`src/source/dcache_consts.svh`:
```
// geometry of the 4-way data cache; the tag width follows from the other widths
`ifndef DCACHE_CONSTS_SVH
`define DCACHE_CONSTS_SVH

// byte address width on both bus ports
`define DC_ADDR_W 32

// sets per way
`define DC_NUM_SET 16

// set index bits as log2 of the set count
`define DC_IDX_W 4

// byte offset bits inside one 64-bit line that the cache ignores
`define DC_OFF_W 3

// whatever is left of the address above index and offset
`define DC_TAG_W (`DC_ADDR_W - `DC_IDX_W - `DC_OFF_W)

`endif
```
`src/source/dcache_pkg.sv`:
```
// shared types of the data cache; the way count is fixed at four by the tree LRU
`include "dcache_consts.svh"

package dcache_pkg;

  // address as seen by the cache with the tag on top
  typedef struct packed {
    logic [`DC_TAG_W-1:0] tag;
    logic [`DC_IDX_W-1:0] set_index;
    logic [`DC_OFF_W-1:0] offset;
  } dc_addr_t;

  // one stored line of a single 64-bit word
  typedef struct packed {
    logic                 valid;
    logic                 dirty;
    logic [`DC_TAG_W-1:0] tag;
    logic [63:0]          data;
  } dc_line_t;

  typedef enum logic {
    DC_OP_READ,
    DC_OP_WRITE
  } dc_op_e;

  // request held by the decode stage
  typedef struct packed {
    dc_op_e      op;
    dc_addr_t    addr;
    logic [63:0] wdata;
  } dc_req_t;

  typedef enum logic [1:0] {
    W0,
    W1,
    W2,
    W3
  } dc_way_e;

  // outcome of one lookup over all four ways
  typedef struct packed {
    logic     hit;
    dc_way_e  hit_way;
    dc_way_e  victim_way;
    dc_line_t victim;
  } dc_lookup_t;

  typedef enum logic [2:0] {
    IDLE,
    LOOKUP,
    WB_REQ,
    RF_REQ,
    FILL,
    DONE
  } dc_state_e;

endpackage

```
`src/source/dcache_plru.sv`:
```
// tree pseudo-LRU for exactly four ways; victim is read at the current set index
`timescale 1ns/1ns
`include "dcache_consts.svh"

module dcache_plru import dcache_pkg::*; (
  input  logic                 clock,
  input  logic                 reset,
  input  logic [`DC_IDX_W-1:0] set_index,
  input  logic                 touch,
  input  dc_way_e              touch_way,
  output dc_way_e              victim_way
);

  // root picks the pair, left covers W0/W1, right covers W2/W3
  logic [`DC_NUM_SET-1:0] root_q;
  logic [`DC_NUM_SET-1:0] left_q;
  logic [`DC_NUM_SET-1:0] right_q;

  // zero means the lower way of a pair
  always_comb begin
    if (!root_q[set_index]) begin
      victim_way = left_q[set_index] ? W1 : W0;
    end else begin
      victim_way = right_q[set_index] ? W3 : W2;
    end
  end

  // point root and the touched leaf away from the used way
  always_ff @(posedge clock) begin
    if (reset) begin
      root_q  <= '0;
      left_q  <= '0;
      right_q <= '0;
    end else if (touch) begin
      case (touch_way)
        W0: begin
          root_q[set_index] <= 1'b1;
          left_q[set_index] <= 1'b1;
        end
        W1: begin
          root_q[set_index] <= 1'b1;
          left_q[set_index] <= 1'b0;
        end
        W2: begin
          root_q[set_index]  <= 1'b0;
          right_q[set_index] <= 1'b1;
        end
        default: begin
          root_q[set_index]  <= 1'b0;
          right_q[set_index] <= 1'b0;
        end
      endcase
    end
  end

endmodule

```
`config.mk`:
```
export PLATFORM = sky130hd
export DESIGN_NAME = dcache_plru
export DESIGN_NICKNAME = d
export VERILOG_FILES = /design/src/source/dcache_pkg.sv /design/src/source/dcache_plru.sv
export VERILOG_INCLUDE_DIRS = /design/src /design/src/source
export SDC_FILE = /design/constraint.sdc
export NUM_CORES = 1
export LEC_CHECK = 0
export ABC_CLOCK_PERIOD_IN_PS = 1500
export BUFFER_PORTS_ARGS = -buffer_cell sky130_fd_sc_hd__buf_2
export CAP_MARGIN = 20
export CORE_MARGIN = 1.5
export CORE_UTILIZATION = 55
export CTS_CLUSTER_SIZE = 12
export DETAILED_ROUTE_END_ITERATION = 8
export GPL_TIMING_DRIVEN = 0
export PLACE_DENSITY = 0.73
export SYNTH_ARGS = -nofsm -noshare
export SYNTH_HDL_FRONTEND = slang
export SYNTH_SLANG_ARGS = --single-unit
```
`constraint.sdc`:
```
create_clock -name clock -period 1.5 [get_ports clock]
set_input_delay 0.075 -clock clock [delete_from_list [all_inputs] [get_ports clock]]
set_output_delay 0.075 -clock clock [all_outputs]
set_load 0.005 [all_outputs]
```
==> impl_metrics.env <==
export IMPL_status="finished, violations left"
export IMPL_violations="setup timing"
export IMPL_fin_crit_sh_pct=133
export IMPL_ant_nets=0
export IMPL_overflow=0
export IMPL_synth_most_common_cell="nor2_1"
export IMPL_setup_worst_path_start_class="flop"
export IMPL_maxCapViolCount=0
export IMPL_rr_worst_depth=2
export IMPL_yosysSeqAreaShare_pct=41.8
export IMPL_grt_max_degree=16
export IMPL_vias=1928
export IMPL_critical_path_required_ns=1.42
export IMPL_ys_seq_elements=48
export IMPL_reg2reg_setup_slack_ns=0.68
export IMPL_hold_depth=2
export IMPL_clock_latency_ns=0.31
export IMPL_multi_input_area_um2=1220
export IMPL_dieWidth_um=67.6
export IMPL_yosys_warnings=0
export IMPL_io_pin_count=11
export IMPL_die_y_um=67.6
export IMPL_synth_top_cell_area_share_pct=41.8
export IMPL_dominantRegCellSynth="dfxtp_1"
export IMPL_drive_gt1_share_pct=16.6
export IMPL_crit_fanout=2
export IMPL_syn_num_nets=259
export IMPL_dieArea_um2=4570
export IMPL_slew_headroom_pct=57.6
export IMPL_synthArstFlopShare_pct=0
export IMPL_root_buffer="clkbuf_8"
export IMPL_dp_hpwl_um=4020
export IMPL_finalHoldViolCount=0
export IMPL_power_per_cell_area_nw_per_um2=991
export IMPL_n_antenna_cell=0
export IMPL_synth_cell_types=28
export IMPL_worstPathArrival_ns=1.92
export IMPL_end_kind="output port"
export IMPL_rows=23
export IMPL_cp_slowest_cell="mux4_2"
export IMPL_gp_congestion=0.944
export IMPL_syn_inst=250
export IMPL_antenna_found_initial=0
export IMPL_drc_errors=0
export IMPL_critPathTopFamily="multiplexers"
export IMPL_maxSlewViolCount=0
export IMPL_path_clk_slew_ns=0.09
export IMPL_critPathBufInv=1
export IMPL_vdd_ir_drop_max_mv=0.766
export IMPL_regArea_um2=961
export IMPL_clockBufferDepth=2
export IMPL_htreeDepth=2
export IMPL_rsz0062_at_grt="true"
export IMPL_vias_per_cell=6.12
export IMPL_max_stage_delay_ns=0.49
export IMPL_nets=273
export IMPL_cts_sinks=48
export IMPL_first_iter_violations=231
export IMPL_firstDrtPassIters=4
export IMPL_hold_path_class="in2reg"
export IMPL_avgSynthCellArea_um2=9.19
export IMPL_ys_top_cells_by_count="nor2_1 (56), dfxtp_1 (48), nor3_1 (36)"
export IMPL_setup_slack_ns=-0.494
export IMPL_skew_ns=0
export IMPL_yosysTopAreaCell="dfxtp_1"
export IMPL_max_freq_ghz=0.501
export IMPL_synth_area_um2=2300
export IMPL_synth_area_leaders="dfxtp_1 (42%), a211oi_1 (10%), nor2_1 (9.2%), nor3_1 (7.8%), mux4_2 (6.9%)"
export IMPL_setup_violations=2
export IMPL_grt_pass1_wl_um=9170
export IMPL_fin_tns_setup_ns=-0.816
export IMPL_p_leak_nw=0.816
export IMPL_hold_slack_ns=0.0313
export IMPL_tritoncts="built"
export IMPL_routedWlPerCell_um=18.1
export IMPL_min_delay_start="touch_way[0]"
export IMPL_numCtsBuffers=5
export IMPL_max_slew_worst_pin_slew_ns=0.631
export IMPL_crit_chain="mux4_2, a22oi_2, nand3_2, mux2_4, buf_2"
export IMPL_area_growth_pct=9.53
export IMPL_worst_setup_path_type="reg2out"
export IMPL_cts_hold_buf=0
export IMPL_numPortBuffers=6
export IMPL_grt_use_total_pct=27.6
export IMPL_initial_core_util_pct=57.4
export IMPL_fin_area_um2=2520
export IMPL_fillerInstances=350
export IMPL_core_area_um2=4000
export IMPL_synth_edf_count=0
export IMPL_placed_area_um2=2390
export IMPL_drt_wl_total_um=5690
export IMPL_grt_pass1_vias=1819
export IMPL_fin_crit_ns=1.99
==> metrics by stage <==
stage | worst slack (ns) | instances | utilization [%] | total power [mW]
floorplan | 0.0662 | 250 | - | 1.50
global placement | -0.261 | 306 | 59.7 | 1.57
detailed placement | -0.229 | 306 | 59.7 | 1.57
CTS | -0.443 | 315 | 62.8 | 2.49
global route | -0.494 | 315 | 62.9 | 2.57
finish | -0.494 | 315 | 62.9 | 2.49
==> per-layer routing <==
metal	global-route usage (%)	up-vias	wire [um]
met1	38.3	897	2540
li1	-	948	-
met5	0	-	0
met4	7.91	0	115
met3	6.00	10	376
met2	43.4	73	2660
==> layout by cell type, fill, tap and decap left out, drive strengths merged <==
cell      Yosys  final
nor3b         1      1
a22oi         3      3
mux4         12     12
a211oi       32     32
nor2b         2      2
and3          5      5
clkinvlp      0      1
nor4          4      4
nor2         56     56
a31oi         2      2
bufinv        0      1
clkbuf       13     18
nand2b        2      2
nor3         42     42
or3b          1      1
nand3         7      7
inv           1      1
a21oi         2      2
mux2          1      1
nand3b        2      2
clkinv        0      1
nand2         4      4
buf          10     17
dfxtp        48     48
==> final cells by class <==
class / instances / area share (%)
Timing Repair Buffer: 7 / 1.49
Clock buffer: 5 / 2.73
Buffer: 23 / 4.72
Inverter: 1 / 0.149
Tap cell: 50 / 2.49
Multi-Input combinational cell: 178 / 48.5
Clock inverter: 3 / 1.69
Sequential cell: 48 / 38.2
==> kinds of logic after synthesis <==
| kind of cell | share of synthesized area [%] |
|---|---|
| AOI/OAI and AO/OA | 12.4 |
| and+or+nand+nor | 27.2 |
| muxes | 13.2 |
| buffers and inverters | 5.34 |
| DFF | 41.8 |
==> how the worst max path moves through the flow <==
stage,depth (start not counted),endpoint,from,slack [ns]
finish,5,victim_way[0],flop,-0.49
global route,5,victim_way[0],flop,-0.49
CTS,5,victim_way[0],flop,-0.44
detailed placement,7,victim_way[0],set_index[1],-0.23
global placement,7,victim_way[0],set_index[1],-0.26
floorplan,4,victim_way[0],flop,0.07
==> worst reg2reg max path: stages, from the launching register on <==
cell,delay (ns)
dfxtp_1,0.37
nor2_1,0.06
a211oi_1,0.29
==> where the power goes <==
| group | leakage (nW) | internal, mW | switching, mW |
|---|---|---|---|
| Clock | 0.0541 | 0.493 | 0.450 |
| Sequential | 0.388 | 1.29 | 0.0103 |
| Combinational | 0.374 | 0.0790 | 0.166 |
==> what timing repair did <==
item | in CTS | in global routing
endpoints found under the setup margin | 2 | 3
setup buffers | 1 | 0
gates resized for setup | 4 | 1
No activity file was read; power rests on OpenSTA's default activity.
