--- config.mk ---
export PLATFORM = sky130hd
export DESIGN_NAME = dcache_way_bank
export DESIGN_NICKNAME = d
export VERILOG_FILES = /design/src/source/dcache_pkg.sv /design/src/source/dcache_way_bank.sv
export VERILOG_INCLUDE_DIRS = /design/src /design/src/source
export SDC_FILE = /design/constraint.sdc
export NUM_CORES = 1
export LEC_CHECK = 0
export BUFFER_PORTS_ARGS = -buffer_cell sky130_fd_sc_hd__buf_2
export CAP_MARGIN = 10
export CORE_UTILIZATION = 53
export DETAILED_ROUTE_END_ITERATION = 12
export PLACE_DENSITY = 0.68
export SETUP_SLACK_MARGIN = 0.5
export SYNTH_ARGS = -nofsm -noshare
export SYNTH_HDL_FRONTEND = slang
export SYNTH_SLANG_ARGS = --single-unit
--- constraint.sdc ---
create_clock -name clock -period 14.84 [get_ports clock]
set_input_delay 0.742 -clock clock [delete_from_list [all_inputs] [get_ports clock]]
set_output_delay 0.742 -clock clock [all_outputs]
set_load 0.1 [all_outputs]
--- src/source/dcache_consts.svh ---
// geometry of the 4-way data cache; the tag width follows from the other widths
`ifndef DCACHE_CONSTS_SVH
`define DCACHE_CONSTS_SVH

// byte address width on both bus ports
`define DC_ADDR_W 32

// sets per way
`define DC_NUM_SET 16

// set index bits as log2 of the set count
`define DC_IDX_W 4

// byte offset bits inside one 64-bit line that the cache ignores
`define DC_OFF_W 3

// whatever is left of the address above index and offset
`define DC_TAG_W (`DC_ADDR_W - `DC_IDX_W - `DC_OFF_W)

`endif
--- src/source/dcache_pkg.sv ---
// shared types of the data cache; the way count is fixed at four by the tree LRU
`include "dcache_consts.svh"

package dcache_pkg;

  // address as seen by the cache with the tag on top
  typedef struct packed {
    logic [`DC_TAG_W-1:0] tag;
    logic [`DC_IDX_W-1:0] set_index;
    logic [`DC_OFF_W-1:0] offset;
  } dc_addr_t;

  // one stored line of a single 64-bit word
  typedef struct packed {
    logic                 valid;
    logic                 dirty;
    logic [`DC_TAG_W-1:0] tag;
    logic [63:0]          data;
  } dc_line_t;

  typedef enum logic {
    DC_OP_READ,
    DC_OP_WRITE
  } dc_op_e;

  // request held by the decode stage
  typedef struct packed {
    dc_op_e      op;
    dc_addr_t    addr;
    logic [63:0] wdata;
  } dc_req_t;

  typedef enum logic [1:0] {
    W0,
    W1,
    W2,
    W3
  } dc_way_e;

  // outcome of one lookup over all four ways
  typedef struct packed {
    logic     hit;
    dc_way_e  hit_way;
    dc_way_e  victim_way;
    dc_line_t victim;
  } dc_lookup_t;

  typedef enum logic [2:0] {
    IDLE,
    LOOKUP,
    WB_REQ,
    RF_REQ,
    FILL,
    DONE
  } dc_state_e;

endpackage

--- src/source/dcache_way_bank.sv ---
// one cache way of DC_NUM_SET lines; read is combinational, write takes the whole line
`timescale 1ns/1ns
`include "dcache_consts.svh"

module dcache_way_bank import dcache_pkg::*; (
  input  logic                 clock,
  input  logic                 reset,
  input  logic [`DC_IDX_W-1:0] set_index,
  input  logic [`DC_TAG_W-1:0] tag,
  input  logic                 wr_en,
  input  dc_line_t             wr_line,
  output logic                 hit,
  output dc_line_t             line
);

  dc_line_t lines_q [`DC_NUM_SET];

  // selected line doubles as the victim candidate
  assign line = lines_q[set_index];
  assign hit  = line.valid && (line.tag == tag);

  // only the status bits are cleared, tag and data stay as they are
  always_ff @(posedge clock) begin
    if (reset) begin
      for (int s = 0; s < `DC_NUM_SET; s++) begin
        lines_q[s].valid <= 1'b0;
        lines_q[s].dirty <= 1'b0;
      end
    end else if (wr_en) begin
      lines_q[set_index] <= wr_line;
    end
  end

endmodule

==> reports/results.ini, run 1 <==
[yosys]
yosys.cell_types.count = 50
yosys_register_bits = 1456
synth_edf_count = 1456
ys_seq_area_frac = 0.7789
syn_area_um2 = 56130
yosys-top-cells-area = edfxtp_1 (78%), mux4_2 (17%), mux2i_1 (1.2%), and2_1 (0.39%), buf_2 (0.37%)
synth.avg_cell_area_um2 = 24.62
synth_largest_area_cell = edfxtp_1
postSynthCellCount = 2280
ys_top_cells_by_count = edfxtp_1 (1456), mux4_2 (428), mux2i_1 (66)
synthArstFlopShare = 0
synth_top_area_frac = 0.7789
yosysMostFrequentCell = edfxtp_1
yosys_warnings = 0
synth_nets = 2403
synth_flop_cell = edfxtp_1

[cells_and_area]
largest_register = lines_q
area_growth_pct = 13.11
final_core_util = 0.6040
layout.nets = 2704
reg_top3 = lines_q: 1456 flops
drive_gt1_frac = 0.3467
largest_reg_flops = 1456
post-route-cell-area_um2 = 63490

[worst_setup_path]
critPathLaunchType = primary input
path_cells = buf_8 -> buf_4 -> buf_4 -> mux4_2 -> mux4_2 -> a21boi_0 -> nand4_1 -> nor4_2 -> buf_2
cp.arrival_ns = 5.23
cp.required_ns = 14.10
path_max_fanout = 114
path_class = primary input to output pin
critPathMaxStageDelay_ns = 0.86
endpoint = hit
crit_slowest_cell = buf_4
crit_family = buffers and inverters
cp-end-kind = output pin
cp_num_cells = 9
crit_start = set_index[1]
crit_buf_inv = 4

[global_routing]
grt_util_all_layers = 0.2390
grt_pass1_vias = 26720
antenna_found_initial = 21
grt_pass1_wl_mm = 182.8
grt_max_degree = 115
grt-ovfl-total = 0

[power]
power.density_nw_per_um2 = 138.3
p_leak_nw = 20.19
ir_drop_mv = 0.09524

[cts]
tritoncts = built
cts_num_sinks = 1456
ctsRootBufferMaster = clkbuf_16
clock_path_buffers = 3
h-tree-depth = 4
numCtsBuffers = 146
hold_buffers = 0
cts.repair.resized = 0
post-cts-setup-buffers = 0
path_clk_slew_ns = 0.06

[timing]
grt_setup_unrepaired = no
tightestPinTransition_ns = 1.227
drv_slew = 0
period_minus_slack_ns = 5.969
final.period_utilization = 0.4023
setup_viol = 0
tns_ns = 0
timing.slew.headroom = 0.1797
hold_viol_final = 0
timing.fmax_mhz = 167.5

[die]
fp.dieH_um = 327.4
rows = 119
io_pins = 215
die-area_um2 = 107200
start_util = 0.5340
core_um2 = 105100
die_w_um = 327.4

[place]
dpl.hpwl_mm = 65.40
port_buffers = 214
place_area_um2 = 58900
place.gp.congestion = 0.8236

[drt]
vias = 25520
drt-vias-per-instance = 6.236
drt_wl_total_mm = 125.8
drt_iter0_markers = 2670
wire_per_inst_um = 30.75
dr.pass1.iters = 5
final_antenna_net_count = 0
drc = 0

[min_path]
min_path_type = primary input to register

[status]
status = completed

[job]
maxCapViolations = 0

-- layer usage --
| layer | up-vias | wire length, um | global-route usage |
|---|---|---|---|
| met5 | - | 139 | 0 |
| met4 | 22 | 3618 | 0.07964 |
| met3 | 215 | 8310 | 0.04408 |
| met2 | 945 | 64170 | 0.3968 |
| met1 | 13860 | 49580 | 0.3225 |
| li1 | 10480 | - | - |
-- layout make-up --
type / count / area (um2)
flip-flops and latches: 1456 / 43720
fillers: 7264 / 41630
multi-input cells: 698 / 11860
clock buffers: 180 / 3887
well taps: 1391 / 1740
repair buffers: 268 / 1530
clock inverters: 81 / 689.4
inverters: 11 / 46.29
diodes: 7 / 17.52
-- through the flow --
| stage | std cells | worst slack (ns) | hold WS, ns | power [W] |
|---|---|---|---|---|
| after floorplan | 2280 | 5.905 | 0.8409 | 0.005153 |
| after global placement | 3824 | 8.916 | 1.095 | 0.005320 |
| after detailed placement | 3824 | 8.896 | 1.125 | 0.005334 |
| after CTS | 4085 | 8.908 | 0.3104 | 0.008846 |
| after global routing | 4089 | 8.725 | 0.3384 | 0.009021 |
| final | 4092 | 8.871 | 0.3658 | 0.008783 |
-- worst min path at each step --
stage | startpoint | to | slack [ns] | cells after the start
floorplan | wr_line[0] | lines_q[0][0] | 0.84 | 0
global placement | wr_line[82] | lines_q[13][82] | 1.10 | 1
detailed placement | wr_line[86] | lines_q[13][86] | 1.13 | 1
CTS | wr_line[27] | lines_q[5][27] | 0.31 | 1
global route | wr_line[22] | lines_q[3][22] | 0.34 | 1
finish | wr_line[27] | lines_q[5][27] | 0.37 | 1
-- where the power goes --
group	internal, W	switching (W)
sequential	0.00458	0.0000121
clock	0.00202	0.00152
combinational	0.000193	0.000458
total	0.00680	0.00199
-- cell families (layout without fill, tap and decap cells) --
logic type | after synthesis | in the layout | synth area share
and+or+nand+nor | 110 | 110 | 0.01059
other | 0 | 7 | 0
DFF | 1456 | 1456 | 0.7789
buffers and inverters | 126 | 540 | 0.01177
muxes | 506 | 506 | 0.1873
xor gates and xnor gates | 29 | 29 | 0.004525
AOI/OAI and AO/OA | 53 | 53 | 0.006866
-- cell usage in the layout (no fill, tap or decap), drive strengths merged, types with 10 or more instances in the layout --
cell / synthesis / routed
mux4: 433 / 433
clkinv: 1 / 55
or2: 16 / 16
nand2: 16 / 16
a22oi: 10 / 10
edfxtp: 1456 / 1456
inv: 10 / 23
xnor2: 21 / 21
o21ai: 10 / 10
mux2i: 68 / 68
and2: 35 / 35
nor2: 19 / 19
clkbuf: 46 / 180
buf: 69 / 268
No activity file was read; power rests on OpenSTA's default activity.
==> run 2: changes to the inputs <==
==> constraint.sdc (replaced) <==
create_clock -name clock -period 5.8 [get_ports clock]
set_input_delay 0.29 -clock clock [delete_from_list [all_inputs] [get_ports clock]]
set_output_delay 0.29 -clock clock [all_outputs]
set_load 0.1 [all_outputs]
==> reports/results.ini, run 2 (synthesized netlist as in run 1, its figures left out) <==
[die]
core_um2 = 105100  ; unchanged
io_pins = 215  ; unchanged
start_util = 0.5340  ; unchanged
die_w_um = 327.4  ; unchanged
fp.dieH_um = 327.4  ; unchanged
die-area_um2 = 107200  ; unchanged
rows = 119  ; unchanged

[cts]
numCtsBuffers = 142  ; -2.7%
h-tree-depth = 4  ; unchanged
path_clk_slew_ns = 0.06  ; about the same
tritoncts = built
clock_path_buffers = 3  ; unchanged
cts.repair.resized = 0  ; unchanged
cts_num_sinks = 1456  ; unchanged
ctsRootBufferMaster = clkbuf_16

[worst_setup_path]
crit_top_cell = mux4_2
path_cells = buf_8 -> buf_12 -> mux4_2 -> mux4_2 -> xnor2_1 -> nand4_1 -> nor4_2 -> buf_2
cp.required_ns = 5.51  ; -8.59 ns
cp-end-kind = output pin
crit_family = buffers and inverters
cp_num_cells = 8  ; -1
cp.arrival_ns = 3.93  ; -1.30 ns
crit_buf_inv = 3  ; -1
crit_start = set_index[0]
path_class = primary input to output pin
crit_slowest_cell = buf_8
critPathMaxStageDelay_ns = 0.61  ; -0.25 ns
endpoint = hit
critPathLaunchType = primary input
path_max_fanout = 85  ; -25%

[timing]
hold_viol_final = 0  ; unchanged
setup_viol = 0  ; unchanged
tightestPinTransition_ns = 1.282  ; +0.05426 ns
tns_ns = 0  ; unchanged
drv_slew = 0  ; unchanged
timing.fmax_mhz = 237.2
timing.slew.headroom = 0.1427  ; -0.03701
period_minus_slack_ns = 4.217
final.period_utilization = 0.7270
grt_setup_unrepaired = no

[place]
port_buffers = 214  ; unchanged
place_area_um2 = 59230  ; +0.57%
place.gp.congestion = 0.8292  ; +0.68%
placed_cells = 3835  ; +0.29%
dpl.hpwl_mm = 64.89  ; -0.78%

[min_path]
min_path_type = primary input to register
min_path_cells = 2  ; +1

[drt]
drt_wl_total_mm = 123.6  ; -1.8%
final_antenna_net_count = 0  ; unchanged
drc = 0  ; unchanged
drt_iter0_markers = 2964  ; +11%
dr.pass1.iters = 7  ; +2
vias = 25690  ; +0.68%
drt-vias-per-instance = 6.152  ; -1.3%
wire_per_inst_um = 29.59  ; -3.8%

[cells_and_area]
drive_gt1_frac = 0.3368  ; -0.009888
reg_top3 = lines_q: 1456 flops
post-route-cell-area_um2 = 64620  ; +1.8%
largest_register = lines_q
largest_reg_flops = 1456  ; unchanged
area_growth_pct = 15.12
final_common_cell = edfxtp_1
layout.nets = 2800  ; +3.6%
finalNonFillerCells = 4176  ; +2.1%
mostFrequentLayoutCells = edfxtp_1 (1456), mux4_2 (428), buf_2 (210)
final_core_util = 0.6147  ; +0.01071

[power]
p_leak_nw = 20.64  ; +2.2%
ir_drop_mv = 0.2001  ; +110%
power.density_nw_per_um2 = 346.3  ; +150%

[global_routing]
grt_pass1_vias = 26970  ; +0.92%
grt-ovfl-total = 0  ; unchanged
grt_max_degree = 142  ; +23%
antenna_found_initial = 9  ; -57%
grt_pass1_wl_mm = 181.2  ; -0.85%
grt_util_all_layers = 0.2355  ; -0.003528

[status]
status = completed

[job]
maxCapViolations = 0  ; unchanged

[run 2: changes by cell type in the layout (fill, tap and decap cells not counted), moves of 4 or more]
cell           change
buf_12            +18
buf_4              -7
clkinv_1           -4
diode_2            -4
dlygate4sd3_1     +89
inv_16             -4
inv_6              -4
nor3_2             -4
nor3_4             +4
[run 2: timing repair]
item / in CTS / in global routing
setup endpoints to repair: 0 / 0
buffers inserted: 0 / 0
hold buffers: 89 / 0
hold endpoints to repair: 1424 / 0
[run 2: report_power, final]
part           internal (W)  switching, W  total (W)
combinational      0.000537       0.00118    0.00171
clock               0.00519       0.00373    0.00892
sequential           0.0117     0.0000311     0.0117
total                0.0174       0.00494     0.0224
[run 2: how the worst min path moves through the flow]
stage | to | startpoint | slack, ns
finish | lines_q[1][90] | wr_line[90] | 0.03
global route | lines_q[2][90] | wr_line[90] | 0.03
CTS | lines_q[1][90] | wr_line[90] | 0.002
detailed placement | lines_q[13][45] | wr_line[45] | 0.67
global placement | lines_q[10][24] | wr_line[24] | 0.64
floorplan | lines_q[0][0] | wr_line[0] | 0.39
[run 2: routing by layer]
layer / routed length (um) / track usage / share of wire
met1: 50000 / 0.3279 / 0.40
met4: 2587 / 0.06755 / 0.021
met2: 63120 / 0.3894 / 0.51
met5: 76 / 0 / 0.00062
met3: 7788 / 0.03827 / 0.063
[run 2: final cells by class]
cell class | instances | area [um2]
flip-flops and latches | 1456 | 43720
fillers | 7159 | 40500
multi-input cells | 698 | 11880
clock buffers | 179 | 3862
repair buffers | 368 | 2729
well taps | 1391 | 1740
clock inverters | 70 | 624.3
inverters | 11 | 48.80
diodes | 3 | 7.507
[run 2: metrics by stage]
stage	power (W)	hold WS [ns]	setup slack, ns
floorplan	0.01318	0.3889	-0.5568
global placement	0.01361	0.6429	1.571
detailed placement	0.01364	0.6671	1.512
CTS	0.02253	0.001940	1.512
global route	0.02297	0.03308	1.297
finish	0.02238	0.02768	1.583
