$ cat src/source/dcache_consts.svh
// geometry of the 4-way data cache; the tag width follows from the other widths
`ifndef DCACHE_CONSTS_SVH
`define DCACHE_CONSTS_SVH

// byte address width on both bus ports
`define DC_ADDR_W 32

// sets per way
`define DC_NUM_SET 16

// set index bits as log2 of the set count
`define DC_IDX_W 4

// byte offset bits inside one 64-bit line that the cache ignores
`define DC_OFF_W 3

// whatever is left of the address above index and offset
`define DC_TAG_W (`DC_ADDR_W - `DC_IDX_W - `DC_OFF_W)

`endif
$ cat src/source/dcache_pkg.sv
// shared types of the data cache; the way count is fixed at four by the tree LRU
`include "dcache_consts.svh"

package dcache_pkg;

  // address as seen by the cache with the tag on top
  typedef struct packed {
    logic [`DC_TAG_W-1:0] tag;
    logic [`DC_IDX_W-1:0] set_index;
    logic [`DC_OFF_W-1:0] offset;
  } dc_addr_t;

  // one stored line of a single 64-bit word
  typedef struct packed {
    logic                 valid;
    logic                 dirty;
    logic [`DC_TAG_W-1:0] tag;
    logic [63:0]          data;
  } dc_line_t;

  typedef enum logic {
    DC_OP_READ,
    DC_OP_WRITE
  } dc_op_e;

  // request held by the decode stage
  typedef struct packed {
    dc_op_e      op;
    dc_addr_t    addr;
    logic [63:0] wdata;
  } dc_req_t;

  typedef enum logic [1:0] {
    W0,
    W1,
    W2,
    W3
  } dc_way_e;

  // outcome of one lookup over all four ways
  typedef struct packed {
    logic     hit;
    dc_way_e  hit_way;
    dc_way_e  victim_way;
    dc_line_t victim;
  } dc_lookup_t;

  typedef enum logic [2:0] {
    IDLE,
    LOOKUP,
    WB_REQ,
    RF_REQ,
    FILL,
    DONE
  } dc_state_e;

endpackage

$ cat src/source/dcache_resp.sv
// result stage; ack is one cycle after done, read data valid with ack only
`timescale 1ns/1ns

module dcache_resp import dcache_pkg::*; (
  input  logic        clock,
  input  logic        reset,
  input  logic        done,
  input  dc_lookup_t  lookup,
  input  dc_line_t    lines [4],
  input  logic [63:0] fill_data,
  output logic        ack,
  output logic [63:0] dat_r
);

  always_ff @(posedge clock) begin
    if (reset) begin
      ack <= 1'b0;
    end else begin
      ack <= done;
    end
  end

  // on a miss the word comes from the refill
  always_ff @(posedge clock) begin
    if (done) begin
      dat_r <= lookup.hit ? lines[lookup.hit_way].data : fill_data;
    end
  end

  // classic Wishbone ack lasts a single cycle
  a_ack_pulse: assert property (
    @(posedge clock) disable iff (reset)
    ack |=> !ack
  );

endmodule

$ cat config.mk
export PLATFORM = sky130hd
export DESIGN_NAME = dcache_resp
export DESIGN_NICKNAME = d
export VERILOG_FILES = /design/src/source/dcache_pkg.sv /design/src/source/dcache_resp.sv
export VERILOG_INCLUDE_DIRS = /design/src /design/src/source
export SDC_FILE = /design/constraint.sdc
export NUM_CORES = 1
export LEC_CHECK = 0
export BUFFER_PORTS_ARGS = -buffer_cell sky130_fd_sc_hd__buf_2
export CAP_MARGIN = 30
export CORE_AREA = 2 2 227 229
export CTS_CLUSTER_DIAMETER = 30
export DETAILED_ROUTE_END_ITERATION = 16
export DIE_AREA = 0 0 229 231
export PLACE_DENSITY_LB_ADDON = 0.12
export SYNTH_ARGS = -nofsm -noshare
export SYNTH_HDL_FRONTEND = slang
export SYNTH_SLANG_ARGS = --single-unit
$ cat constraint.sdc
create_clock -name clock -period 1.6 [get_ports clock]
set_input_delay 0.08 -clock clock [delete_from_list [all_inputs] [get_ports clock]]
set_output_delay 0.08 -clock clock [all_outputs]
set_load 0.02 [all_outputs]
==> impl_metrics.ini, run 1 <==
[critical_path]
slowest_stage_cell_on_the_critical_path = sky130_fd_sc_hd__edfxtp_1
arrival_ns = 0.92
category_of_the_most_critical_setup_path = flip-flop to primary output
end_kind = primary output
critical-path-max-stage-delay_ns = 0.38
end_point_of_the_critical_path = dat_r[41]
worst-endpoint-required_ns = 1.52
worst-path-max-fanout = 1
crit_path_start_kind = flip-flop
worstPathBufferInverterCount = 1
timing.critical_path.depth = 1
timing.critical_path.from = dat_r[41]$_DFFE_PP_
sequence_of_cells_on_the_critical_path = buf_2
cp_top_family = flip-flops

[floorplan]
fp.coreArea_mm2 = 0.05068
die_h_um = 231
start_util_pct = 9.698
floorplan.rows = 83
dieWidth_um = 229
i_o_pins = 592
dieArea_mm2 = 0.05290

[pwr]
comb_power_share_pct = 30.3
ir_worst_vdd_uv = 502.7
p_leak_uw = 0.003796
power_switching_uw = 1817
power.sequential.fraction_pct = 35.8
sw_frac_of_total_pct = 30.72
powerDensity_mw_per_mm2 = 691.1
p_int_uw = 4098
clock_power_share_pct = 33.9

[timing]
drv_slew = 0
finalSetupViolCount = 0
rsz0062_at_grt = false
period_share_pct = 62.74
layout_setup_ws_ns = 0.5962
finalHoldViolations = 0
worst_slew_margin_rel_pct = 70.50
timing_worst_slew_pin_value_ns = 0.4425
max_freq_mhz = 996.2
period_minus_slack_ns = 1.004
finalSetupTns_ns = 0

[clock_network]
clock_tree.root_cell = sky130_fd_sc_hd__clkbuf_16
resized_gates_after_cts = 0
clk_path_buf_depth = 2
htree_num_levels = 3
clkTransAtPathRegs_ns = 0.06
cts_num_sinks = 65
post-cts-setup-buffer-count = 0
cts_buffers = 9
tritoncts_clock_tree = yes
cts-hold-fix-buffers = 60

[yosys]
yosysWarnings = 0
synth.ff_latch_count = 65
syn_inst = 358
seq_area_frac_synth_pct = 39.51
synth.distinct_cells = 13
synthDominantAreaCellType = sky130_fd_sc_hd__edfxtp_1
synthesis.area_per_instance_um2 = 13.73
synthDominantCellAreaShare_pct = 39.10
ys_top_cells_by_area = sky130_fd_sc_hd__edfxtp_1 39%, sky130_fd_sc_hd__mux2i_1 26%, sky130_fd_sc_hd__o221ai_2 17%
synth_area_mm2 = 0.004915
syn_nets = 885

[cells_and_area]
layout-drive-gt1-share_pct = 59.19
finished_cell_area_mm2 = 0.008559
syn_to_final_growth_pct = 74.16
nets = 1333

[status]
run_status = finished, final reports clean

[drt]
number_of_violations_reported_at_the_end_of_detailed_routing_iteration_0 = 108
drt-vias-per-instance = 3.212
drcViolationCount = 0
dr_wl_cell_um = 14.23
drt-pass1-iter-count = 4
via_count = 4792
antenna_nets_post_route = 0
route.final.wire_length_um = 21220

[placement]
io_buffer_count = 390
dp_hpwl_um = 16260
placed_cell_area_mm2 = 0.007685
pre_cts_ws_ns = 0.2511
place.gp.congestion = 0.6927

[flow_run]
max_cap_viol_count = 0

[min_path]
min_path_type = primary input to flip-flop

[global_routing]
grt_usage_pct = 8.112
grt_pass1_vias = 5131
grt_first_pass_wirelength_um = 31280
antenna_violations_before_repair = 1
grt_max_degree = 66
grt.overflow.total = 0
## worst min path at each step
| stage | to | startpoint | cells past startpoint | slack, ns |
|---|---|---|---|---|
| final | dat_r[40]$_DFFE_PP_ | fill_data[40] | 3 | 0.04 |
| after floorplan | ack$_SDFF_PP0_ | reset | 1 | 0.15 |
| after CTS | dat_r[45]$_DFFE_PP_ | fill_data[45] | 3 | 0.0005 |
| after detailed placement | ack$_SDFF_PP0_ | reset | 2 | 0.24 |
| after global routing | dat_r[40]$_DFFE_PP_ | fill_data[40] | 3 | 0.02 |
| after global placement | ack$_SDFF_PP0_ | reset | 2 | 0.24 |
## tightest hold or removal path: cells and delay by family
family,cells,cell delay (ns)
and+or+nand+nor,1,0.07
buffers and inverters,1,0.08
AOI/OAI and AO/OA,1,0.06
## placed cells by master (no fill, tap or decap)
master                          count
sky130_fd_sc_hd__nor2b_1            1
sky130_fd_sc_hd__o221ai_2          56
sky130_fd_sc_hd__dfxtp_1            1
sky130_fd_sc_hd__clkbuf_8           2
sky130_fd_sc_hd__dlygate4sd3_1     60
sky130_fd_sc_hd__nand2_4            1
sky130_fd_sc_hd__clkbuf_1           5
sky130_fd_sc_hd__buf_4             10
sky130_fd_sc_hd__buf_12            12
sky130_fd_sc_hd__edfxtp_1          64
sky130_fd_sc_hd__mux2i_1          128
sky130_fd_sc_hd__buf_6              1
sky130_fd_sc_hd__nand2b_1          64
sky130_fd_sc_hd__buf_2            388
sky130_fd_sc_hd__clkbuf_16          9
sky130_fd_sc_hd__nand2b_4           1
sky130_fd_sc_hd__diode_2            1
sky130_fd_sc_hd__o221ai_1           8
## metrics by stage
| stage | instances | total power [µW] | utilization (%) | hold slack (ns) |
|---|---|---|---|---|
| floorplan | 358 | 3079 | - | 0.1516 |
| CTS | 1491 | 6167 | 16.88 | 0.0005182 |
| global route | 1491 | 6325 | 16.88 | 0.02406 |
| global placement | 1415 | 3904 | 15.16 | 0.2386 |
| finish | 1492 | 5916 | 16.89 | 0.04125 |
| detailed placement | 1415 | 3883 | 15.16 | 0.2406 |
## flip-flops by register name, indices dropped and copies added (netlist names)
name,flops
dat_r,64
ack,1
## layer usage
metal  GRT usage, %  share of wire [%]  vias up  wire length [µm]
met2          13.45                 49      217             10390
li1               -                  -     2335                 -
met1          9.282                 40     2226              8557
met5              0                  0        -                 0
met3          3.891                9.3       14              1971
met4          2.252                1.4        0               300
## cell usage after synthesis, drive strengths merged
library cell,instances
mux2i,128
nand2b,65
edfxtp,64
o221ai,64
buf,27
clkbuf,7
dfxtp,1
nand2,1
nor2b,1
## power by group through the flow
stage | registers, µW | logic [µW] | clock network [µW]
floorplan | 2390 | 686 | 0
CTS | 2120 | 1850 | 2190
finish | 2120 | 1790 | 2000
global route | 2130 | 1970 | 2220
detailed placement | 2160 | 1730 | 0
global placement | 2150 | 1750 | 0
## kinds of logic (layout without fill, tap and decap cells)
group	after synthesis	after routing	share of synthesized area, %
compound gates	64	64	18.53
simple gates	67	67	8.478
buf+inv	34	487	7.408
other cells	0	1	0
mux	128	128	26.07
flops	65	65	39.51
## area by class of cell
class	count	area, µm²
tap	680	850.8
clock buffer	16	271.5
timing repair buffer	471	2869
antenna	1	2.502
fill	5730	42120
multi-input combinational	259	2624
sequential	65	1942
Note: power is estimated with default switching activity, not from simulation.
==> run 2, diff against run 1 <==
Settings changed: CORE_AREA 2 2 227 229 to 2 2 228 230, DIE_AREA 0 0 229 231 to 0 0 230 232.
Clock period 1.6 ns to 0.92 ns, I/O delays scaled along.
==> impl_metrics.ini, run 2 (synthesis gave the netlist of run 1 again) <==
[timing]
max_freq_mhz = 1014
period_minus_slack_ns = 0.9861
finalHoldViolations = 0
worst_slew_margin_rel_pct = 80.17
drv_slew = 0
period_share_pct = 107.2
finalSetupTns_ns = -1.314
fin_worst_hold_slack_ns = 0.06249
finalSetupViolCount = 63
layout_setup_ws_ns = -0.06614
timing_worst_slew_pin_value_ns = 0.2892
rsz0062_at_grt = true

[global_routing]
grt_pass1_vias = 5614
grt-busiest-layer = met2
antenna_violations_before_repair = 2
grt_max_degree = 36
grt_usage_pct = 8.552
grt.overflow.total = 0
grt_util_met2_pct = 14.85
grt_first_pass_wirelength_um = 33310
grtUsageMet3_pct = 3.352
global_routing_usage_on_met1_pct = 9.675

[clock_network]
clk_path_buf_depth = 2
cts_buffers = 9
clock_tree.root_cell = sky130_fd_sc_hd__clkbuf_16
post-cts-setup-buffer-count = 0
clkTransAtPathRegs_ns = 0.06
tritoncts_clock_tree = yes
htree_num_levels = 3
cts_num_sinks = 65

[min_path]
worst_hold_path_endpoint = dat_r[29]$_DFFE_PP_
min_from = lines[302]
timing.hold.worst_path_depth = 3
min_path_type = primary input to flip-flop

[cells_and_area]
nets = 1384
layout.cells.most_common = sky130_fd_sc_hd__buf_2
layout-drive-gt1-share_pct = 60.86
largest_reg_flops = 64
syn_to_final_growth_pct = 90.20
register_bank_with_the_most_flops = dat_r
antenna-diode-count = 0
fillerInstances = 5654
reg.largest.list = dat_r x64, ack x1
commonest_cells_after_routing_fill_and_taps_aside = 333 x sky130_fd_sc_hd__buf_2, 128 x sky130_fd_sc_hd__mux2i_1, 65 x sky130_fd_sc_hd__dlygate4sd3_1, 64 x sky130_fd_sc_hd__nand2b_1, 64 x sky130_fd_sc_hd__edfxtp_1
finished_cell_area_mm2 = 0.009348

[floorplan]
start_util_pct = 9.658
fp.coreArea_mm2 = 0.05089
die_h_um = 232
dieWidth_um = 230
i_o_pins = 592
dieArea_mm2 = 0.05336
floorplan.rows = 83

[placement]
place.gp.congestion = 0.7163
dp_hpwl_um = 18250
io_buffer_count = 390
pre_cts_ws_ns = -0.3292
placed_cell_area_mm2 = 0.008105

[pwr]
sw_frac_of_total_pct = 30.36
p_int_uw = 7421
power_switching_uw = 3236
total_power_uw = 10660
p_leak_uw = 0.004160
comb_power_share_pct = 34.2
clock_power_share_pct = 30.5
powerDensity_mw_per_mm2 = 1140
ir_worst_vdd_uv = 840.4
power.sequential.fraction_pct = 35.3

[critical_path]
crit_path_start_kind = flip-flop
critical-path-max-stage-delay_ns = 0.42
end_kind = primary output
category_of_the_most_critical_setup_path = flip-flop to primary output
timing.critical_path.depth = 1
worstPathBufferInverterCount = 1
sequence_of_cells_on_the_critical_path = buf_6
worst-path-max-fanout = 1
slowest_stage_cell_on_the_critical_path = sky130_fd_sc_hd__edfxtp_1
arrival_ns = 0.94
worst-endpoint-required_ns = 0.87
cp_top_family = flip-flops

[drt]
drcViolationCount = 0
via_count = 4987
drt-pass1-iter-count = 4
drt-vias-per-instance = 3.236
dr_wl_cell_um = 14.88
route.final.wire_length_um = 22930
number_of_violations_reported_at_the_end_of_detailed_routing_iteration_0 = 90
antenna_nets_post_route = 0

[status]
run_status = finished with violations
failed_checks = negative setup slack

[flow_run]
max_cap_viol_count = 0
## run 2: cell count changes in the layout (fill, tap and decap cells not counted)
cell                            change
sky130_fd_sc_hd__buf_12             +6
sky130_fd_sc_hd__buf_2             -55
sky130_fd_sc_hd__buf_4             +40
sky130_fd_sc_hd__buf_6             +55
sky130_fd_sc_hd__clkbuf_8           -2
sky130_fd_sc_hd__clkinv_1           +1
sky130_fd_sc_hd__diode_2            -1
sky130_fd_sc_hd__dlygate4sd3_1      +5
## run 2: cell type report
class,count,area (µm²),share of cell area [%]
timing repair buffer,522,3684,39.41
multi-input combinational,259,2624,28.07
sequential,65,1942,20.77
tap,680,850.8,9.102
clock buffer,14,244.0,2.610
clock inverter,1,3.754,0.04016
## run 2: how the worst max path moves through the flow
| stage | start | to | slack (ns) |
|---|---|---|---|
| 2_1_floorplan | lookup[93] | dat_r[22]$_DFFE_PP_ | 0.0007 |
| 3_3_place_gp | lookup[93] | dat_r[55]$_DFFE_PP_ | -0.32 |
| 3_5_place_dp | lookup[93] | dat_r[55]$_DFFE_PP_ | -0.33 |
| 4_1_cts | dat_r[59]$_DFFE_PP_ | dat_r[59] | -0.13 |
| 5_1_grt | dat_r[0]$_DFFE_PP_ | dat_r[0] | -0.12 |
| 6_report | dat_r[59]$_DFFE_PP_ | dat_r[59] | -0.07 |
## run 2: power by group through the flow
stage	Combinational, µW	Clock (µW)	Sequential (µW)
after floorplan	1200	0	4160
after global placement	3290	0	3760
after detailed placement	3250	0	3760
after CTS	3670	3570	3750
after global routing	3940	3600	3790
final	3640	3250	3760
## run 2: per-layer routing
metal / up-vias / part of all wire (%)
met2: 196 / 51
met4: 0 / 1.3
met1: 2333 / 40
met5: - / 0
li1: 2439 / -
met3: 19 / 7.4
## run 2: metrics by stage
step / std cells / utilization [%]
final: 1541 / 18.37
after global routing: 1541 / 18.37
after CTS: 1541 / 18.17
after detailed placement: 1461 / 15.93
after global placement: 1461 / 15.93
after floorplan: 358 / -
## run 2: timing repair
item                       CTS  global route
gates resized for setup     77            33
hold buffers                65             0
hold endpoints to repair    65             0
setup endpoints to repair   65            65
