--- src/source/dcache_consts.svh ---
// geometry of the 4-way data cache; the tag width follows from the other widths
`ifndef DCACHE_CONSTS_SVH
`define DCACHE_CONSTS_SVH

// byte address width on both bus ports
`define DC_ADDR_W 32

// sets per way
`define DC_NUM_SET 16

// set index bits as log2 of the set count
`define DC_IDX_W 4

// byte offset bits inside one 64-bit line that the cache ignores
`define DC_OFF_W 3

// whatever is left of the address above index and offset
`define DC_TAG_W (`DC_ADDR_W - `DC_IDX_W - `DC_OFF_W)

`endif
--- src/source/dcache_pkg.sv ---
// shared types of the data cache; the way count is fixed at four by the tree LRU
`include "dcache_consts.svh"

package dcache_pkg;

  // address as seen by the cache with the tag on top
  typedef struct packed {
    logic [`DC_TAG_W-1:0] tag;
    logic [`DC_IDX_W-1:0] set_index;
    logic [`DC_OFF_W-1:0] offset;
  } dc_addr_t;

  // one stored line of a single 64-bit word
  typedef struct packed {
    logic                 valid;
    logic                 dirty;
    logic [`DC_TAG_W-1:0] tag;
    logic [63:0]          data;
  } dc_line_t;

  typedef enum logic {
    DC_OP_READ,
    DC_OP_WRITE
  } dc_op_e;

  // request held by the decode stage
  typedef struct packed {
    dc_op_e      op;
    dc_addr_t    addr;
    logic [63:0] wdata;
  } dc_req_t;

  typedef enum logic [1:0] {
    W0,
    W1,
    W2,
    W3
  } dc_way_e;

  // outcome of one lookup over all four ways
  typedef struct packed {
    logic     hit;
    dc_way_e  hit_way;
    dc_way_e  victim_way;
    dc_line_t victim;
  } dc_lookup_t;

  typedef enum logic [2:0] {
    IDLE,
    LOOKUP,
    WB_REQ,
    RF_REQ,
    FILL,
    DONE
  } dc_state_e;

endpackage

--- src/source/dcache_ctrl.sv ---
// execute FSM; one request at a time, a dirty victim is written back before any refill
`timescale 1ns/1ns
`include "dcache_consts.svh"

module dcache_ctrl import dcache_pkg::*; (
  input  logic                  clock,
  input  logic                  reset,
  input  dc_req_t               req,
  input  logic                  req_valid,
  input  logic [3:0]            hits,
  input  dc_line_t              lines [4],
  input  dc_way_e               victim_way,
  input  logic                  mem_ack,
  input  logic [63:0]           mem_dat_r,
  output logic [3:0]            way_wr_en,
  output dc_line_t              wr_line,
  output logic                  plru_touch,
  output dc_way_e               touch_way,
  output logic                  mem_cyc,
  output logic                  mem_stb,
  output logic                  mem_we,
  output logic [`DC_ADDR_W-1:0] mem_adr,
  output logic [63:0]           mem_dat_w,
  output dc_lookup_t            lookup,
  output logic                  done,
  output logic [63:0]           fill_data
);

  dc_state_e  state_q;
  dc_state_e  state_d;
  dc_lookup_t lookup_c;
  dc_way_e    hit_way_c;
  dc_addr_t   bus_addr;
  logic       is_write;

  assign is_write = (req.op == DC_OP_WRITE);

  // encode the hit vector
  always_comb begin
    hit_way_c = W0;
    for (int i = 0; i < 4; i++) begin
      if (hits[i]) begin
        hit_way_c = dc_way_e'(2'(i));
      end
    end
  end

  assign lookup_c.hit        = |hits;
  assign lookup_c.hit_way    = hit_way_c;
  assign lookup_c.victim_way = victim_way;
  assign lookup_c.victim     = lines[victim_way];

  always_comb begin
    state_d = state_q;
    case (state_q)
      // one cycle while the result goes out
      IDLE: state_d = LOOKUP;
      LOOKUP: begin
        if (req_valid) begin
          if (lookup_c.hit) begin
            state_d = DONE;
          end else if (lookup_c.victim.valid && lookup_c.victim.dirty) begin
            state_d = WB_REQ;
          end else begin
            state_d = is_write ? FILL : RF_REQ;
          end
        end
      end
      WB_REQ: begin
        if (mem_ack) begin
          state_d = is_write ? FILL : RF_REQ;
        end
      end
      RF_REQ: begin
        if (mem_ack) begin
          state_d = FILL;
        end
      end
      FILL:    state_d = DONE;
      DONE:    state_d = IDLE;
      default: state_d = IDLE;
    endcase
  end

  // way writes and PLRU updates
  always_comb begin
    way_wr_en  = 4'b0000;
    plru_touch = 1'b0;
    touch_way  = W0;
    wr_line    = '{valid: 1'b1, dirty: 1'b1, tag: req.addr.tag, data: req.wdata};
    if (state_q == LOOKUP && req_valid && lookup_c.hit) begin
      plru_touch = 1'b1;
      touch_way  = hit_way_c;
      way_wr_en[hit_way_c] = is_write;
    end else if (state_q == FILL) begin
      plru_touch = 1'b1;
      touch_way  = lookup.victim_way;
      way_wr_en[lookup.victim_way] = 1'b1;
      if (!is_write) begin
        wr_line.dirty = 1'b0;
        wr_line.data  = fill_data;
      end
    end
  end

  // writeback goes to the victim's own address
  always_comb begin
    bus_addr = req.addr;
    bus_addr.offset = '0;
    if (state_q == WB_REQ) begin
      bus_addr.tag = lookup.victim.tag;
    end
  end

  assign mem_cyc   = (state_q == WB_REQ) || (state_q == RF_REQ);
  assign mem_stb   = mem_cyc;
  assign mem_we    = (state_q == WB_REQ);
  assign mem_adr   = bus_addr;
  assign mem_dat_w = lookup.victim.data;
  assign done      = (state_q == DONE);

  always_ff @(posedge clock) begin
    if (reset) begin
      state_q <= IDLE;
    end else begin
      state_q <= state_d;
    end
  end

  // lookup result stays fixed for the rest of the request
  always_ff @(posedge clock) begin
    if (state_q == LOOKUP && req_valid) begin
      lookup <= lookup_c;
    end
    if (state_q == RF_REQ && mem_ack) begin
      fill_data <= mem_dat_r;
    end
  end

  // a tag may live in one way only
  a_one_hit: assert property (
    @(posedge clock) disable iff (reset)
    req_valid |-> $onehot0(hits)
  );

  // the memory request holds still until the slave answers
  a_mem_hold: assert property (
    @(posedge clock) disable iff (reset)
    (mem_stb && !mem_ack) |=>
      (mem_cyc && mem_stb && $stable(mem_we) && $stable(mem_adr) && $stable(mem_dat_w))
  );

endmodule

--- config.mk ---
export PLATFORM = sky130hd
export DESIGN_NAME = dcache_ctrl
export DESIGN_NICKNAME = d
export VERILOG_FILES = /design/src/source/dcache_pkg.sv /design/src/source/dcache_ctrl.sv
export VERILOG_INCLUDE_DIRS = /design/src /design/src/source
export SDC_FILE = /design/constraint.sdc
export NUM_CORES = 1
export LEC_CHECK = 0
export BUFFER_PORTS_ARGS = -buffer_cell sky130_fd_sc_hd__buf_2
export CAP_MARGIN = 0
export CORE_AREA = 3 3 345 347
export DETAILED_ROUTE_END_ITERATION = 10
export DIE_AREA = 0 0 348 350
export GPL_TIMING_DRIVEN = 0
export PLACE_DENSITY_LB_ADDON = 0.2
export SLEW_MARGIN = 20
export SYNTH_ARGS = -nofsm -noshare
export SYNTH_HDL_FRONTEND = slang
export SYNTH_SLANG_ARGS = --single-unit
--- constraint.sdc ---
create_clock -name clock -period 5.58 [get_ports clock]
set_input_delay 1.116 -clock clock [delete_from_list [all_inputs] [get_ports clock]]
set_output_delay 1.116 -clock clock [all_outputs]
set_load 0.01 [all_outputs]
==> results of run 1 <==
## synthesized netlist by cell type, types with 2 or more instances
| cell | count |
|---|---|
| buf_6 | 10 |
| buf_2 | 14 |
| buf_4 | 100 |
| nand2_1 | 6 |
| nand3_1 | 3 |
| mux2_1 | 9 |
| edfxtp_1 | 160 |
| mux4_2 | 91 |
| nor2_1 | 10 |
| inv_1 | 6 |
| a21oi_1 | 2 |
| a22o_1 | 2 |
| clkbuf_1 | 8 |
| dfxtp_1 | 3 |
| conb_1 | 2 |
| mux2i_1 | 2 |
| mux2_2 | 80 |
| o32ai_1 | 2 |
| o21ai_0 | 3 |
## state kept, by name, indices dropped and copies added (netlist names)
signal	count
fill_data	64
mem_dat_w	64
lookup	32
state_q	3
## metrics by stage
step / instance area, um2 / setup WS (ps) / instances / hold WS, ps
4_1_cts: 16200 / 1700 / 2973 / 707
2_1_floorplan: 9240 / 891 / 534 / 668
3_3_place_gp: 15500 / -1130 / 2938 / 729
5_1_grt: 16200 / 1690 / 2976 / 725
3_5_place_dp: 15600 / 1840 / 2941 / 736
6_report: 16200 / 1870 / 2982 / 740
## layout make-up
class                           instances  share of cell area
Inverter                                6             0.00170
Timing Repair Buffer                  883               0.277
Antenna cell                            9             0.00139
Clock inverter                         14             0.00764
Clock buffer                           18              0.0265
Multi-Input combinational cell        233               0.209
Sequential cell                       163               0.300
Tap cell                             1524               0.118
Buffer                                132              0.0595
## cell usage in the layout, fill, tap and decap left out, drive strengths merged, types with 3 or more instances in the layout
cell      instances
nand2             7
nand3             3
diode             9
o21ai             4
inv              13
buf            1007
clkbuf           26
conb              4
mux4             91
nor2             11
clkinv            4
dfxtp             3
clkinvlp          3
edfxtp          160
mux2             89
## power breakdown
part / internal [mW] / switching (mW) / total (mW)
Clock: 0.584 / 0.632 / 1.22
Combinational: 0.402 / 0.382 / 0.784
Sequential: 1.41 / 0.0383 / 1.45
Total: 2.39 / 1.05 / 3.45
## kinds of logic after synthesis
kind of cell           after synthesis
multiplexers                       182
flip-flops                         163
buffers and inverters              138
AND/OR/NAND/NOR                     31
AO/OA/AOI/OAI                       16
other                                2
## per-layer routing
layer,vias up,global-route usage,wire length (um)
met4,10,0.0472,2280
met2,563,0.174,32300
met1,4406,0.111,24000
li1,3858,-,-
met5,-,0,68
met3,75,0.0439,6480
## final timing paths
path,start,to,depth (start not counted)
setup / recovery,req[96],wr_line[35],6
hold / removal,state_q[2]$_SDFFE_PP0P_,state_q[2]$_SDFFE_PP0P_,3
setup reg to reg,state_q[1]$_SDFFE_PP0P_,lookup[69]$_DFFE_PP_,4
hold reg to reg,state_q[2]$_SDFFE_PP0P_,state_q[2]$_SDFFE_PP0P_,3
## critical path: stages
cell and delay [ps]:
clkbuf_1 210, nor2_2 190, buf_6 230, buf_6 210
mux2_2 430, buf_2 170
==> metrics, run 1 <==
status completed; Pwr Total 3.45 mW; VDD IR-drop max 247 uV; path type of the worst min-delay path reg2reg; Routed WL 65100 um; starting density of the core 0.0794; leakage 6.93 nW; Simple-Gate Fraction of Synth Area 0.0190; largest cells by area after synthesis edfxtp_1, mux4_2, mux2_2; Cell Pwr Density 213 nW/um2; Clock Latency Late Sink 490 ps; Die Ht 350 um; antenna violations before repair 25; CTS Buffer Depth 2; Placeable Area 116000 um2; mux cell area share after synthesis 0.333; dominant cell type by area after synthesis edfxtp_1; largest net degree at the start of global routing 68; I/O Pins 893; Routed Antenna Nets 0; crit-path max FO 10; via density per instance 2.99; port bufs 880; FILL cells 13200; Crit. End Element output port; fin crit period 3710 ps; Post-CTS Resized 0; actual slew at the worst max-slew pin 901 ps; ratio of cells with drive above 1 in the final layout 0.841; r2r setup slk 3380 ps; Slew Limit Headroom 0.399; required time of the critical path 4460 ps; Synthesis Warnings 0; synth-to-layout area growth 75.7%; Tcrit/Tclk final 0.664; CTS H-Tree Depth 4; Yosys cell types 38; Final HPWL DP 58100 um; Max-cap violations 0; Post-CTS Repair Setup Buffers 0; CP Class in2out; utilization after layout 0.140; routed len/inst 21.8 um; Syn Std Cell Area 9230 um2; Tot GR Track Use 0.103; die width 348 um; share of the synthesized area in the top cell type 0.521; Avg Inst Size Synth 17.3 um2; cts hold-fix bufs 0; Compound-Gate Fraction of Synth Area 0.0133; arrival time worst endpoint 2590 ps; clock skew 17.2 ps; register area 4860 um2; CTS buffer count 17; cells after synthesis 532; Worst Setup Start Kind input pin; Initial DRC Count 481; largest family of logic cells by synthesized area multiplexers; top_reg_cell synth edfxtp_1; Synth Register Bits 163; FFs w/ async S/R, synth 0; DIE AREA 122000 um2; clk slew on worst S/H paths 80 ps; drt pass-1 iters 4; clock sink total 163; Layout Nets 1971; row count 125; CTS tree yes; multi-input logic area 3390 um2; final setup violation count 0; first-pass GRT wire length 83700 um; sequential share of the synthesized area 0.527; vias 8912; Final TNS setup 0 ps; Synth Area in XOR/XNOR 0; Hold Vio Cnt, Final 0; DRC Markers 0; Synth Area in Adders 0; max frequency 0.270 GHz; Root Driver clkbuf_16; EDFF count, synth 160; Overflow after GRT 0; RSZ-0062 raised after global routing no; max-slew violation count 0; GPL Wtd Cong 0.862; vias in the first global route 9788
(Power assumes the default switching activity.)
==> inputs of run 2 (changes only) <==
==> constraint.sdc (replaced) <==
create_clock -name clock -period 3.54 [get_ports clock]
set_input_delay 0.708 -clock clock [delete_from_list [all_inputs] [get_ports clock]]
set_output_delay 0.708 -clock clock [all_outputs]
set_load 0.01 [all_outputs]
==> run 2 against run 1 <==
  * Register-to-register slack worse by 2200 ps
  * Total power is 62% higher
  * Critical path type is now reg2out
  * Sequential share of layout area is 0.13 points lower
  * Combinational power is 59% higher
  * Worst setup slack worse by 1600 ps
==> metrics, run 2 (synthesis results as in run 1) <==
fin crit period 3280 ps; max-slew violation count 0; path type of the worst min-delay path in2reg; Hold Vio Cnt, Final 0; vias in the first global route 9771; CTS tree yes; clock skew 16.4 ps; Initial DRC Count 456; Tcrit/Tclk final 0.925; DRC Markers 0; via density per instance 2.98; Final Non-Filler Cells 2988; status completed; clock sink total 163; Cell Pwr Density 343 nW/um2; final setup violation count 0; CP Class reg2out; CTS Buffer Depth 2; leakage 6.95 nW; port bufs 880; RSZ-0062 raised after global routing no; DIE AREA 122000 um2; CP max stage cell mux2_2; synth-to-layout area growth 76.5%; vias 8902; Tot GR Track Use 0.104; Overflow after GRT 0; first-pass GRT wire length 84600 um; worst path bufs/invs 4; clk slew on worst S/H paths 90 ps; max frequency 0.305 GHz; Layout Nets 1972; most frequent cells in the layout buf_2, edfxtp_1, buf_4; CTS H-Tree Depth 4; Crit. End Element output port; worst hold margin 384 ps; utilization after layout 0.140; Root Driver clkbuf_16; Post-CTS Repair Setup Buffers 0; die width 348 um; Final HPWL DP 59400 um; GPL Wtd Cong 0.886; row count 125; Max-cap violations 0; FILL cells 13149; CTS buffer count 17; arrival time worst endpoint 2570 ps; I/O Pins 893; most common cell after layout, fill and taps aside buf_2; VDD IR-drop max 397 uV; actual slew at the worst max-slew pin 941 ps; post-placement cell count 2942; starting density of the core 0.0794; ratio of cells with drive above 1 in the final layout 0.841; Routed WL 66400 um; Slew Limit Headroom 0.373; Die Ht 350 um; Routed Antenna Nets 0; Critical Path, Cell by Cell buf_2 -> nor2b_4 -> nor2b_4 -> buf_4 -> buf_6 -> mux2_2 -> buf_2; largest net degree at the start of global routing 46; largest stage delay on the critical path 390 ps; Pwr Total 5.59 mW; Worst Setup Start Kind flop; antenna violations before repair 15; Placeable Area 116000 um2; Clock Latency Late Sink 500 ps; routed len/inst 22.2 um; Top delay family on crit path buffers and inverters; drt pass-1 iters 6; crit-path max FO 10; required time of the critical path 2830 ps
run 2: area by class of cell:
type	count	area (um2)	area share
inverter	6	26.3	0.00161
clock inverter	15	169	0.0104
timing repair buffer	884	4490	0.276
buffer	132	963	0.0592
multi-input combinational	233	3400	0.209
antenna	14	35.0	0.00215
tap	1524	1910	0.117
clock buffer	17	425	0.0261
sequential	163	4860	0.299
run 2: path summary, 6_finish.rpt:
| kind | startpoint | end | slack, ps | cells after the start |
|---|---|---|---|---|
| max | state_q[2]$_SDFFE_PP0P_ | mem_adr[23] | 260 | 7 |
| max reg2reg | state_q[1]$_SDFFE_PP0P_ | mem_dat_w[24]$_DFFE_PP_ | 1220 | 5 |
| min reg2reg | state_q[1]$_SDFFE_PP0P_ | state_q[1]$_SDFFE_PP0P_ | 730 | 2 |
| min | mem_dat_r[10] | fill_data[10]$_DFFE_PP_ | 380 | 1 |
run 2: report_power, final:
group	leakage [nW]	internal, mW	switching, mW
combinational	5.16	0.635	0.614
clock	0.291	1.06	1.00
sequential	1.49	2.22	0.0575
run 2: routing by layer:
layer / global-route usage / up-vias / wire (um)
met4: 0.0318 / 8 / 1370
met5: 0 / - / 50
met2: 0.180 / 537 / 33200
met3: 0.0426 / 51 / 6390
met1: 0.117 / 4435 / 25400
li1: - / 3871 / -
run 2: stage by stage:
| step | setup WS (ps) | setup TNS, ps | cell area [um2] |
|---|---|---|---|
| floorplan | 233 | 0 | 9240 |
| global placement | -1420 | -109110 | 15500 |
| detailed placement | 194 | 0 | 15600 |
| CTS | 85.1 | 0 | 16200 |
| global route | 103 | 0 | 16200 |
| finish | 264 | 0 | 16300 |
run 2: what timing repair did:
item | 4_1_cts | 5_1_grt
hold buffers | 0 | 0
resized for setup | 3 | 0
setup endpoints to repair | 26 | 0
